--- src/bag_pkg.sv ---
`default_nettype none

package bag_pkg;

    // ~~~~~~~~~~~~~~~~~~~~~~~~~~~~~~~~~~~~~~~~~~~~~~~~~~~~~~~~~~
    // Buffer geometry and frame constants.
    // ~~~~~~~~~~~~~~~~~~~~~~~~~~~~~~~~~~~~~~~~~~~~~~~~~~~~~~~~~~
    localparam int BUF_ADDR_W = 12;
    localparam int BUF_DEPTH = 4096;
    localparam logic [BUF_ADDR_W-1:0] TX_BASE = 12'h000;
    localparam logic [BUF_ADDR_W-1:0] RX_BASE = 12'h021;
    localparam logic [7:0] SYNC_BYTE = 8'h7e;

    typedef enum logic [3:0] {
        kind_ack   = 4'd1,
        kind_nak   = 4'd2,
        kind_stall = 4'd3,
        kind_dlink = 4'd8,
        kind_dtype = 4'd9,
        kind_dtemp = 4'd10,
        kind_data0 = 4'd13
    } bag_kind_t;

    typedef struct packed {
        bag_kind_t   kind;
        logic [3:0]  device_idx;
        logic [3:0]  data_idx;
        logic [3:0]  device_stat;
        logic [7:0]  param;
        logic [7:0]  head;
        logic [11:0] data_len;
    } bag_header_t;

    typedef struct packed {
        logic       valid;
        logic [7:0] data;
    } com_byte_t;

    typedef struct packed {
        logic                  en;
        logic [BUF_ADDR_W-1:0] addr;
        logic [7:0]            data;
    } ram_wr_t;

    // Status packets carry index and status in their single body byte.
    function automatic logic body_is_status(bag_kind_t kind);
        return (kind == kind_ack) || (kind == kind_nak) || (kind == kind_stall);
    endfunction

endpackage

`default_nettype wire
--- src/bag_framer.sv ---
`default_nettype none

module bag_framer
    import bag_pkg::*;
(
    input  wire                    clk,
    input  wire                    rst,
    input  wire                    req,
    output logic                   ack,
    input  wire bag_header_t       hdr,
    output logic [BUF_ADDR_W-1:0]  ram_addr,
    input  wire [7:0]              ram_data,
    output com_byte_t              com_tx
);

    typedef enum logic [3:0] {
        st_idle,
        st_prep,
        st_sync,
        st_kind,
        st_body,
        st_head,
        st_len_hi,
        st_len_lo,
        st_data,
        st_csum,
        st_ack
    } state_t;

    state_t state;
    state_t state_nxt;
    logic [7:0] tx_byte;
    logic tx_send;
    logic tx_fold;
    logic [7:0] csum;
    logic [BUF_ADDR_W-1:0] remain;

    // ~~~~~~~~~~~~~~~~~~~~~~~~~~~~~~~~~~~~~~~~~~~~~~~~~~~~~~~~~~
    // Frame walk. Each state picks the byte sent on its edge.
    // ~~~~~~~~~~~~~~~~~~~~~~~~~~~~~~~~~~~~~~~~~~~~~~~~~~~~~~~~~~
    always_comb begin
        state_nxt = state;
        tx_byte   = 8'h00;
        tx_send   = 1'b0;
        tx_fold   = 1'b0;
        case (state)
            st_idle: begin
                if (req) begin
                    state_nxt = st_prep;
                end
            end
            st_prep: state_nxt = st_sync;
            st_sync: begin
                tx_byte   = SYNC_BYTE;
                tx_send   = 1'b1;
                state_nxt = st_kind;
            end
            st_kind: begin
                tx_byte   = {hdr.kind, hdr.device_idx};
                tx_send   = 1'b1;
                tx_fold   = 1'b1;
                state_nxt = (hdr.kind == kind_data0) ? st_head : st_body;
            end
            st_body: begin
                if (body_is_status(hdr.kind)) begin
                    tx_byte = {hdr.data_idx, hdr.device_stat};
                end else begin
                    tx_byte = hdr.param;
                end
                tx_send   = 1'b1;
                tx_fold   = 1'b1;
                state_nxt = st_csum;
            end
            st_head: begin
                tx_byte   = hdr.head;
                tx_send   = 1'b1;
                tx_fold   = 1'b1;
                state_nxt = st_len_hi;
            end
            st_len_hi: begin
                tx_byte   = {4'h0, hdr.data_len[11:8]};
                tx_send   = 1'b1;
                tx_fold   = 1'b1;
                state_nxt = st_len_lo;
            end
            st_len_lo: begin
                tx_byte   = hdr.data_len[7:0];
                tx_send   = 1'b1;
                tx_fold   = 1'b1;
                state_nxt = (hdr.data_len == '0) ? st_csum : st_data;
            end
            st_data: begin
                tx_byte = ram_data;
                tx_send = 1'b1;
                tx_fold = 1'b1;
                if (remain == 12'd1) begin
                    state_nxt = st_csum;
                end
            end
            st_csum: begin
                tx_byte   = csum;
                tx_send   = 1'b1;
                state_nxt = st_ack;
            end
            st_ack: begin
                if (!req) begin
                    state_nxt = st_idle;
                end
            end
            default: state_nxt = st_idle;
        endcase
    end

    // The read address runs one byte ahead of the payload being sent.
    always_ff @(posedge clk or posedge rst) begin
        if (rst) begin
            state    <= st_idle;
            ack      <= 1'b0;
            com_tx   <= '0;
            csum     <= 8'h00;
            remain   <= '0;
            ram_addr <= TX_BASE;
        end else begin
            state        <= state_nxt;
            ack          <= (state == st_ack);
            com_tx.valid <= tx_send;
            com_tx.data  <= tx_byte;
            if (state == st_prep) begin
                csum <= 8'h00;
            end else if (tx_fold) begin
                csum <= csum ^ tx_byte;
            end
            case (state)
                st_prep: begin
                    ram_addr <= TX_BASE;
                    remain   <= hdr.data_len;
                end
                st_len_lo: ram_addr <= ram_addr + 1'b1;
                st_data: begin
                    ram_addr <= ram_addr + 1'b1;
                    remain   <= remain - 1'b1;
                end
                default: ;
            endcase
        end
    end

endmodule

`default_nettype wire

--- config.mk ---
export PLATFORM = sky130hd
export DESIGN_NAME = bag_framer
export DESIGN_NICKNAME = d
export VERILOG_FILES = /design/src/bag_pkg.sv /design/src/bag_framer.sv
export SDC_FILE = /design/constraint.sdc
export NUM_CORES = 1
export LEC_CHECK = 0
export BUFFER_PORTS_ARGS = -buffer_cell sky130_fd_sc_hd__buf_4
export CORE_ASPECT_RATIO = 1.4
export CORE_MARGIN = 4
export CORE_UTILIZATION = 30
export DETAILED_ROUTE_END_ITERATION = 6
export SLEW_MARGIN = 30
export SYNTH_ARGS = -nofsm -noshare
export SYNTH_HDL_FRONTEND = slang
export SYNTH_SLANG_ARGS = --single-unit
--- constraint.sdc ---
create_clock -name clk -period 2.6 [get_ports clk]
set_input_delay 0.52 -clock clk [delete_from_list [all_inputs] [get_ports clk]]
set_output_delay 0.52 -clock clk [all_outputs]
set_load 0.01 [all_outputs]
==> flow_summary.toml <==
[route]
firstDrtPassIters = 4
routed_via_density = 5.49
first_iter_violations = 282
drt_wl_total_um = 9400
postRouteAntennaNets = 0
drcViolationCount = 0
vias = 3045
wl_per_cell_um = 16.9

[clocking]
cts_buffer_depth = 2
cts_tree = "done"
clkSinkCount = 46
clockRootBuffer = "clkbuf_16"
path_clk_slew_ps = 60
cts-buffers-inserted = 5
ctsHoldBuffers = 0
clkLatencyLatePin_ps = 290
htreeDepth = 2
post_cts_buffers = 0
ctsResizeCount = 0

[yosys]
synth_edf_count = 0
yosysWarnings = 0
synth-seq-cells = 46
syn_nets = 408
async_reset_ff_share_pct = 100
yosysTopAreaCellShare_pct = 38.6
syn_area_per_cell_um2 = 8.51
synth.area.top_cells = "dfrtp_1 (39%), nand3_1 (4.2%), nand2_1 (4.2%), mux2i_1 (4.0%), o21ai_0 (4.0%)"
synth_seq_area_share_pct = 38.6
syn_area_mm2 = 0.00298
synth_top_flop_cell = "dfrtp_1"
synthCells = 350
yosysUniqueCellTypes = 56
synth_top_area_cell = "dfrtp_1"

[timing]
fmax_mhz = 465
hold_violations = 0
timing.final.crit_share_pct = 82.8
tightest_slew_ps = 559
rsz0062_at_grt = "false"
slew_violations = 0
hold_ws_ps = 284
finalCriticalPeriod_ps = 2150
fin_tns_setup_ps = 0
fin_skew_ps = 2.33
setup_viol = 0
relSlewSlack_pct = 62.6

[power_and_ir_drop]
peakVddDrop_mv = 0.354
p_leak_nw = 1.71
power.density_mw_per_mm2 = 942

[finish]
stdcell_count = 555
layout-drive-gt1-share_pct = 25.1
final_area_mm2 = 0.00387
post-route-util_pct = 40.5
final_nets = 481
area_growth_pct = 29.9
final_common_cell = "buf_4"
mostFrequentLayoutCells = "buf_4 (87), dfrtp_1 (46), nand2_1 (33), nor2_1 (26), nand3_1 (25)"
diodes = 0

[global_route]
met1_usage_pct = 19.9
grt_max_degree = 33
grt_util_met2_pct = 28.3
grt_pass1_wl_um = 15200
gr-total-overflow = 0
antenna_found_initial = 0
grt.busiest_layer = "met2"
grtUsageTotal_pct = 16.3
grt_pass1_vias = 2973
gr-usage-met3_pct = 2.86

[critical_path]
critPathLaunchType = "flip-flop"
cp_data_required_time_ps = 2770
r2r-start = "state[2]"
crit_arrival_ps = 2330
worstReg2RegEnd = "remain[9]"
reg2reg_depth = 5
cp-end-kind = "flip-flop"
r2r_slack_ps = 450
crit_fanout = 2
worstSetupPathType = "reg2reg"

[die]
dieArea_mm2 = 0.0116
start_util_pct = 31.1
core.rowCount = 42
ios = 77
die_h_um = 126
fp.dieW_um = 92.2
core_mm2 = 0.00956

[placed_design]
place.port_buffers = 76
place_area_mm2 = 0.00373
dpl.cell_count = 548
gp_congestion = 0.871
dp_hpwl_um = 7200

[min_path]
min_path_type = "in2async"

[run]
cap_violations = 0

[status]
status = "complete, no violations"
where the power goes:
group          switching, W  internal, W
Sequential         0.000159     0.000946
Combinational       0.00109     0.000819
Clock              0.000280     0.000352
layer usage:
layer	part of all wire, %	up-vias
met2	52	102
met1	40	1462
met4	3.0	0
li1	-	1458
met5	0	-
met3	4.9	23
cells in the mapped netlist (all sizes together) (5+ instances only):
library cell / n
a21o: 7
a21oi: 21
nor2: 26
nor3: 11
nand3: 25
buf: 6
mux2i: 12
o31ai: 5
or2: 5
nor2b: 13
o21a: 7
inv: 5
nand2: 33
clkbuf: 16
dfrtp: 46
o21ai: 24
stage by stage:
| step | total power, W | worst slack (ps) |
|---|---|---|
| 5_1_grt | 0.00391 | 270 |
| 3_5_place_dp | 0.00301 | 450 |
| 3_3_place_gp | 0.00296 | 469 |
| 2_1_floorplan | 0.00240 | 274 |
| 4_1_cts | 0.00365 | 444 |
| 6_report | 0.00364 | 447 |
registers in the layout, indices dropped and copies added, names as in the netlist:
register and count:
ram_addr 12, ack 1, com_tx 9, state 4, csum 8, remain 12
worst max-delay path by stage:
stage | endpoint | start | slack, ps
floorplan | remain[9] | state[0] | 270
global placement | remain[9] | state[2] | 470
detailed placement | remain[9] | state[2] | 450
CTS | remain[9] | state[2] | 440
global route | remain[11] | remain[3] | 270
finish | remain[9] | state[2] | 450
cells by family after synthesis:
logic type	after synthesis	share of synthesized area, %
compound gates	105	23.6
mux	15	5.17
simple gates	153	27.6
xor+xnor	1	0.294
fa+ha+maj	3	1.26
buf+inv	27	3.49
flops	46	38.6
cell type report:
class | count | area [um^2]
Multi-Input combinational cell | 277 | 1720
Timing Repair Buffer | 88 | 673
Inverter | 5 | 18.8
Clock buffer | 6 | 129
Sequential cell | 46 | 1150
Clock inverter | 1 | 7.51
Fill cell | 1013 | 5700
Tap cell | 132 | 165
critical path: stages, from the launching register on:
cell and delay [ps]:
dfrtp_1 370, or4b_1 550, or4_1 450, or4_1 490, nand3_1 100, o211ai_1 80
(Power assumes the default switching activity.)
