## src/bag_pkg.sv

```systemverilog
`default_nettype none

package bag_pkg;

    // ~~~~~~~~~~~~~~~~~~~~~~~~~~~~~~~~~~~~~~~~~~~~~~~~~~~~~~~~~~
    // Buffer geometry and frame constants.
    // ~~~~~~~~~~~~~~~~~~~~~~~~~~~~~~~~~~~~~~~~~~~~~~~~~~~~~~~~~~
    localparam int BUF_ADDR_W = 12;
    localparam int BUF_DEPTH = 4096;
    localparam logic [BUF_ADDR_W-1:0] TX_BASE = 12'h000;
    localparam logic [BUF_ADDR_W-1:0] RX_BASE = 12'h021;
    localparam logic [7:0] SYNC_BYTE = 8'h7e;

    typedef enum logic [3:0] {
        kind_ack   = 4'd1,
        kind_nak   = 4'd2,
        kind_stall = 4'd3,
        kind_dlink = 4'd8,
        kind_dtype = 4'd9,
        kind_dtemp = 4'd10,
        kind_data0 = 4'd13
    } bag_kind_t;

    typedef struct packed {
        bag_kind_t   kind;
        logic [3:0]  device_idx;
        logic [3:0]  data_idx;
        logic [3:0]  device_stat;
        logic [7:0]  param;
        logic [7:0]  head;
        logic [11:0] data_len;
    } bag_header_t;

    typedef struct packed {
        logic       valid;
        logic [7:0] data;
    } com_byte_t;

    typedef struct packed {
        logic                  en;
        logic [BUF_ADDR_W-1:0] addr;
        logic [7:0]            data;
    } ram_wr_t;

    // Status packets carry index and status in their single body byte.
    function automatic logic body_is_status(bag_kind_t kind);
        return (kind == kind_ack) || (kind == kind_nak) || (kind == kind_stall);
    endfunction

endpackage

`default_nettype wire
```

## src/bag_deframer.sv

```systemverilog
`default_nettype none

module bag_deframer
    import bag_pkg::*;
(
    input  wire               clk,
    input  wire               rst,
    input  wire               req,
    output logic              ack,
    input  wire com_byte_t    com_rx,
    output bag_header_t       hdr,
    output logic              crc_err,
    output ram_wr_t           ram_wr
);

    typedef enum logic [3:0] {
        st_idle,
        st_hunt,
        st_kind,
        st_body,
        st_head,
        st_len_hi,
        st_len_lo,
        st_data,
        st_csum,
        st_ack
    } state_t;

    state_t state;
    logic [7:0] csum;
    logic [BUF_ADDR_W-1:0] remain;
    logic [BUF_ADDR_W-1:0] wr_addr;
    logic [BUF_ADDR_W-1:0] len_rx;
    logic in_frame;

    assign len_rx = {hdr.data_len[11:8], com_rx.data};
    assign in_frame = (state == st_kind) || (state == st_body) || (state == st_head) ||
                      (state == st_len_hi) || (state == st_len_lo) ||
                      (state == st_data) || (state == st_csum);

    always_ff @(posedge clk or posedge rst) begin
        if (rst) begin
            state   <= st_idle;
            ack     <= 1'b0;
            crc_err <= 1'b0;
            csum    <= 8'h00;
            remain  <= '0;
            wr_addr <= RX_BASE;
            ram_wr  <= '0;
            hdr     <= '0;
        end else begin
            ram_wr.en <= 1'b0;
            if (in_frame && !com_rx.valid) begin
                // The framer never leaves a gap inside a frame, so a gap means
                // the frame was cut short, for example by a corrupted length.
                crc_err <= 1'b1;
                ack     <= 1'b1;
                state   <= st_ack;
            end else begin
                if (in_frame && (state != st_csum)) begin
                    csum <= csum ^ com_rx.data;
                end
                case (state)
                    st_idle: begin
                        if (req) begin
                            state <= st_hunt;
                        end
                    end
                    st_hunt: begin
                        if (com_rx.valid && (com_rx.data == SYNC_BYTE)) begin
                            csum    <= 8'h00;
                            crc_err <= 1'b0;
                            hdr     <= '0;
                            state   <= st_kind;
                        end
                    end
                    st_kind: begin
                        hdr.kind       <= bag_kind_t'(com_rx.data[7:4]);
                        hdr.device_idx <= com_rx.data[3:0];
                        if (com_rx.data[7:4] == kind_data0) begin
                            state <= st_head;
                        end else begin
                            state <= st_body;
                        end
                    end
                    st_body: begin
                        if (body_is_status(hdr.kind)) begin
                            hdr.data_idx    <= com_rx.data[7:4];
                            hdr.device_stat <= com_rx.data[3:0];
                        end else begin
                            hdr.param <= com_rx.data;
                        end
                        state <= st_csum;
                    end
                    st_head: begin
                        hdr.head <= com_rx.data;
                        state    <= st_len_hi;
                    end
                    st_len_hi: begin
                        hdr.data_len[11:8] <= com_rx.data[3:0];
                        state              <= st_len_lo;
                    end
                    st_len_lo: begin
                        hdr.data_len[7:0] <= com_rx.data;
                        remain            <= len_rx;
                        wr_addr           <= RX_BASE;
                        state             <= (len_rx == '0) ? st_csum : st_data;
                    end
                    st_data: begin
                        ram_wr  <= '{en: 1'b1, addr: wr_addr, data: com_rx.data};
                        wr_addr <= wr_addr + 1'b1;
                        remain  <= remain - 1'b1;
                        if (remain == 12'd1) begin
                            state <= st_csum;
                        end
                    end
                    st_csum: begin
                        crc_err <= (csum != com_rx.data);
                        ack     <= 1'b1;
                        state   <= st_ack;
                    end
                    st_ack: begin
                        if (!req) begin
                            ack   <= 1'b0;
                            state <= st_idle;
                        end
                    end
                    default: state <= st_idle;
                endcase
            end
        end
    end

endmodule

`default_nettype wire

```

## config.mk

```make
export PLATFORM = sky130hd
export DESIGN_NAME = bag_deframer
export DESIGN_NICKNAME = d
export VERILOG_FILES = /design/src/bag_pkg.sv /design/src/bag_deframer.sv
export SDC_FILE = /design/constraint.sdc
export NUM_CORES = 1
export LEC_CHECK = 0
export BUFFER_PORTS_ARGS = -buffer_cell sky130_fd_sc_hd__buf_2
export CAP_MARGIN = 20
export CORE_UTILIZATION = 36
export DETAILED_ROUTE_END_ITERATION = 6
export SLEW_MARGIN = 20
export SYNTH_ARGS = -nofsm -noshare
export SYNTH_HDL_FRONTEND = slang
export SYNTH_SLANG_ARGS = --single-unit
export TNS_END_PERCENT = 50
```

## constraint.sdc

```tcl
create_clock -name clk -period 3.1 [get_ports clk]
set_input_delay 0.465 -clock clk [delete_from_list [all_inputs] [get_ports clk]]
set_output_delay 0.465 -clock clk [all_outputs]
set_load 0.01 [all_outputs]
```

==> flow_metrics.py <==
metrics = {
    "synthesis": {
        "synth_ff_type": "dfrtp_1",
        "synth.most_common_cell": "nand2_1",
        "synth_commonest_cells": "107 x nand2_1, 101 x dfrtp_1, 32 x nor2_1",
        "synth_top_family_by_area": "simple AND/OR/NAND/NOR gates",
        "synth_area_leaders": "dfrtp_1 51%, nand2_1 8.0%, o21ai_0 3.1%",
        "mappedNetlistArea_sq_um": 4992,
        "yosys.area_share.adder": 0.007519,
        "ys_seq_area_frac": 0.5168,
        "syn_inst": 519,
        "synth-simple-area-share": 0.2251,
        "synthMuxAreaShare": 0.03810,
        "synth_edf_count": 0,
        "syn_nets": 534,
        "yosysTopAreaCell": "dfrtp_1",
        "ys_async_sr_fraction": 1.000,
        "syn_area_per_cell_sq_um": 9.619,
        "synth-compound-area-share": 0.1521,
        "yosysWarnings": 0,
        "synth_xor_area_frac": 0.02982,
        "netlist-cell-type-count": 61,
        "ys_seq_elements": 103,
        "yosysTopAreaCellShare": 0.5063,
    },
    "pwr": {
        "swShare": 0.3527,
        "power_mw": 4.614,
        "p_comb_frac": 0.303,
        "powerDensity_nw_per_um2": 789.2,
        "clkPwrFrac": 0.242,
        "switchingPower_mw": 1.627,
        "internal-power_mw": 2.987,
        "ir_drop_mv": 0.2534,
        "seqPwrFrac": 0.455,
        "power.leakage_nw": 2.821,
    },
    "grt": {
        "grt_pass1_vias": 4127,
        "grt_usage": 0.1926,
        "grt_pass1_wl_um": 21600,
        "grt_antenna_before_repair": 0,
        "globalRoute.totalOverflow": 0,
        "grt_max_degree": 40,
    },
    "flow_run": {
        "maxCapViolCount": 0,
    },
    "routing": {
        "post_drt_wl_per_cell_um": 16.86,
        "antenna_left": 0,
        "drt_iter0_drc": 296,
        "avgViaCountPerCell": 5.461,
        "dr.pass1.iters": 4,
        "routed_wl_um": 12880,
        "drc": 0,
        "vias": 4172,
    },
    "die": {
        "initial_core_util": 0.3725,
        "die_x_um": 119.8,
        "rows": 42,
        "die_h_um": 119.8,
        "num_io_pins": 79,
        "die_area_sq_um": 14340,
        "core_area_sq_um": 13400,
    },
    "timing": {
        "slew_headroom": 0.5089,
        "hold_viol": 0,
        "period_share": 0.7396,
        "final-setup-viol-count": 0,
        "tns_ns": 0,
        "fmax_mhz": 436.2,
        "min_period_ns": 2.293,
        "finClkSkew_ns": 0.008695,
        "rsz0062_at_grt": "false",
        "worst_pin_slew_ns": 0.7310,
        "maxSlewViolCount": 0,
        "holdWs_ns": 0.2007,
    },
    "finish": {
        "syn_to_final_growth_pct": 17.12,
        "drive_gt1_frac": 0.2058,
        "final_util": 0.4363,
        "num-nets-final": 598,
        "antennaDiodeCount": 0,
    },
    "clocking": {
        "holdBufCountCts": 0,
        "clock_path_buffers": 2,
        "cts_resized": 0,
        "htreeDepth": 3,
        "post_cts_buffers": 0,
        "numCtsBuffers": 9,
        "cts_root_buf": "clkbuf_16",
        "clock_latency_ns": 0.35,
        "cts_tree": "yes",
        "cts.sinks": 103,
        "clk_pin_slew_ns": 0.07,
    },
    "setup_path": {
        "r2r_start": "state[1]",
        "worstSetupEndpointType": "flop",
        "crit_start": "state[1]",
        "cp.required_ns": 3.33,
        "worstSetupStartpointType": "flop",
        "critical_path_class": "flop to flop",
        "crit_fanout": 19,
        "critPathArrivalTime_ns": 2.52,
    },
    "placed_design": {
        "gp_congestion": 0.8371,
        "port_buffers": 78,
        "dpl.hpwl_um": 8709,
    },
    "worst_hold_path": {
        "hp-class": "input pin to async pin",
    },
    "outcome": {
        "status": "complete, no violations",
    },
}
==> state kept, by name, summed over array words and instances (netlist names) <==
signal / count
state: 4
hdr: 44
crc_err: 1
ack: 1
ram_wr: 21
csum: 8
wr_addr: 12
remain: 12
==> cell families after synthesis <==
family                     count (synthesis)
and+or+nand+nor                          228
AOI/OAI and AO/OA                        111
DFF                                      103
buffers and inverters                     40
xor gates and xnor gates                  17
muxes                                     17
adders and majority gates                  3
==> cell usage in the layout, fill, tap and decap left out, types with 9 or more instances in the layout <==
cell type  instances
o21ai_0           31
dfrtp_1          101
buf_2             78
and2_1             9
clkbuf_16          9
nand2_1          107
a21oi_1           15
nor2_1            32
xor2_1             9
nand3_1           17
o2bb2ai_1         17
==> metal layers <==
metal  vias up  global-route usage  wire length [um]  part of all wire
met5         -                   0                 0                 0
met4         0             0.09453               281             0.022
met3        21             0.03042               445             0.035
met2        95              0.2952              6112              0.47
met1      2092              0.2649              6039              0.47
li1       1964                   -                 -                 -
==> path summary, 6_finish.rpt <==
check	endpoint	slack (ns)	cells after the start
max	hdr[26]	0.81	4
min	hdr[16]	0.20	2
max reg2reg	hdr[26]	0.81	4
min reg2reg	ram_wr[14]	0.47	2
max in group asynchronous	wr_addr[5]	2.10	3
min in group clk	state[3]	0.44	3
==> layout make-up <==
class | count | area, sq um
clock inverters | 5 | 57.56
repair buffers | 87 | 470.5
inverters | 6 | 26.28
well taps | 176 | 220.2
flip-flops and latches | 103 | 2580
fillers | 1302 | 7553
multi-input cells | 376 | 2260
clock buffers | 11 | 232.7
==> through the flow <==
step           cells  instance area (sq um)  worst slack (ns)
2_1_floorplan    519                   4996             1.179
4_1_cts          764                   5847            0.8225
6_report         764                   5847            0.8072
5_1_grt          764                   5847            0.5898
3_5_place_dp     748                   5557            0.8194
3_3_place_gp     748                   5557            0.8970
==> critical path, cell delays in order (launching register included) <==
cell and delay (ns):
dfrtp_1 0.69, nand2b_1 0.19, nor2_1 0.43, a31o_1 0.48, mux2_1 0.38
==> power by group through the flow <==
stage	logic [mW]	registers, mW	clock network [mW]
after floorplan	0.847	2.05	0
after global placement	1.37	2.10	0
after detailed placement	1.40	2.11	0
after CTS	1.41	2.09	1.15
after global routing	1.57	2.15	1.21
final	1.40	2.10	1.12
(Power assumes the default switching activity.)
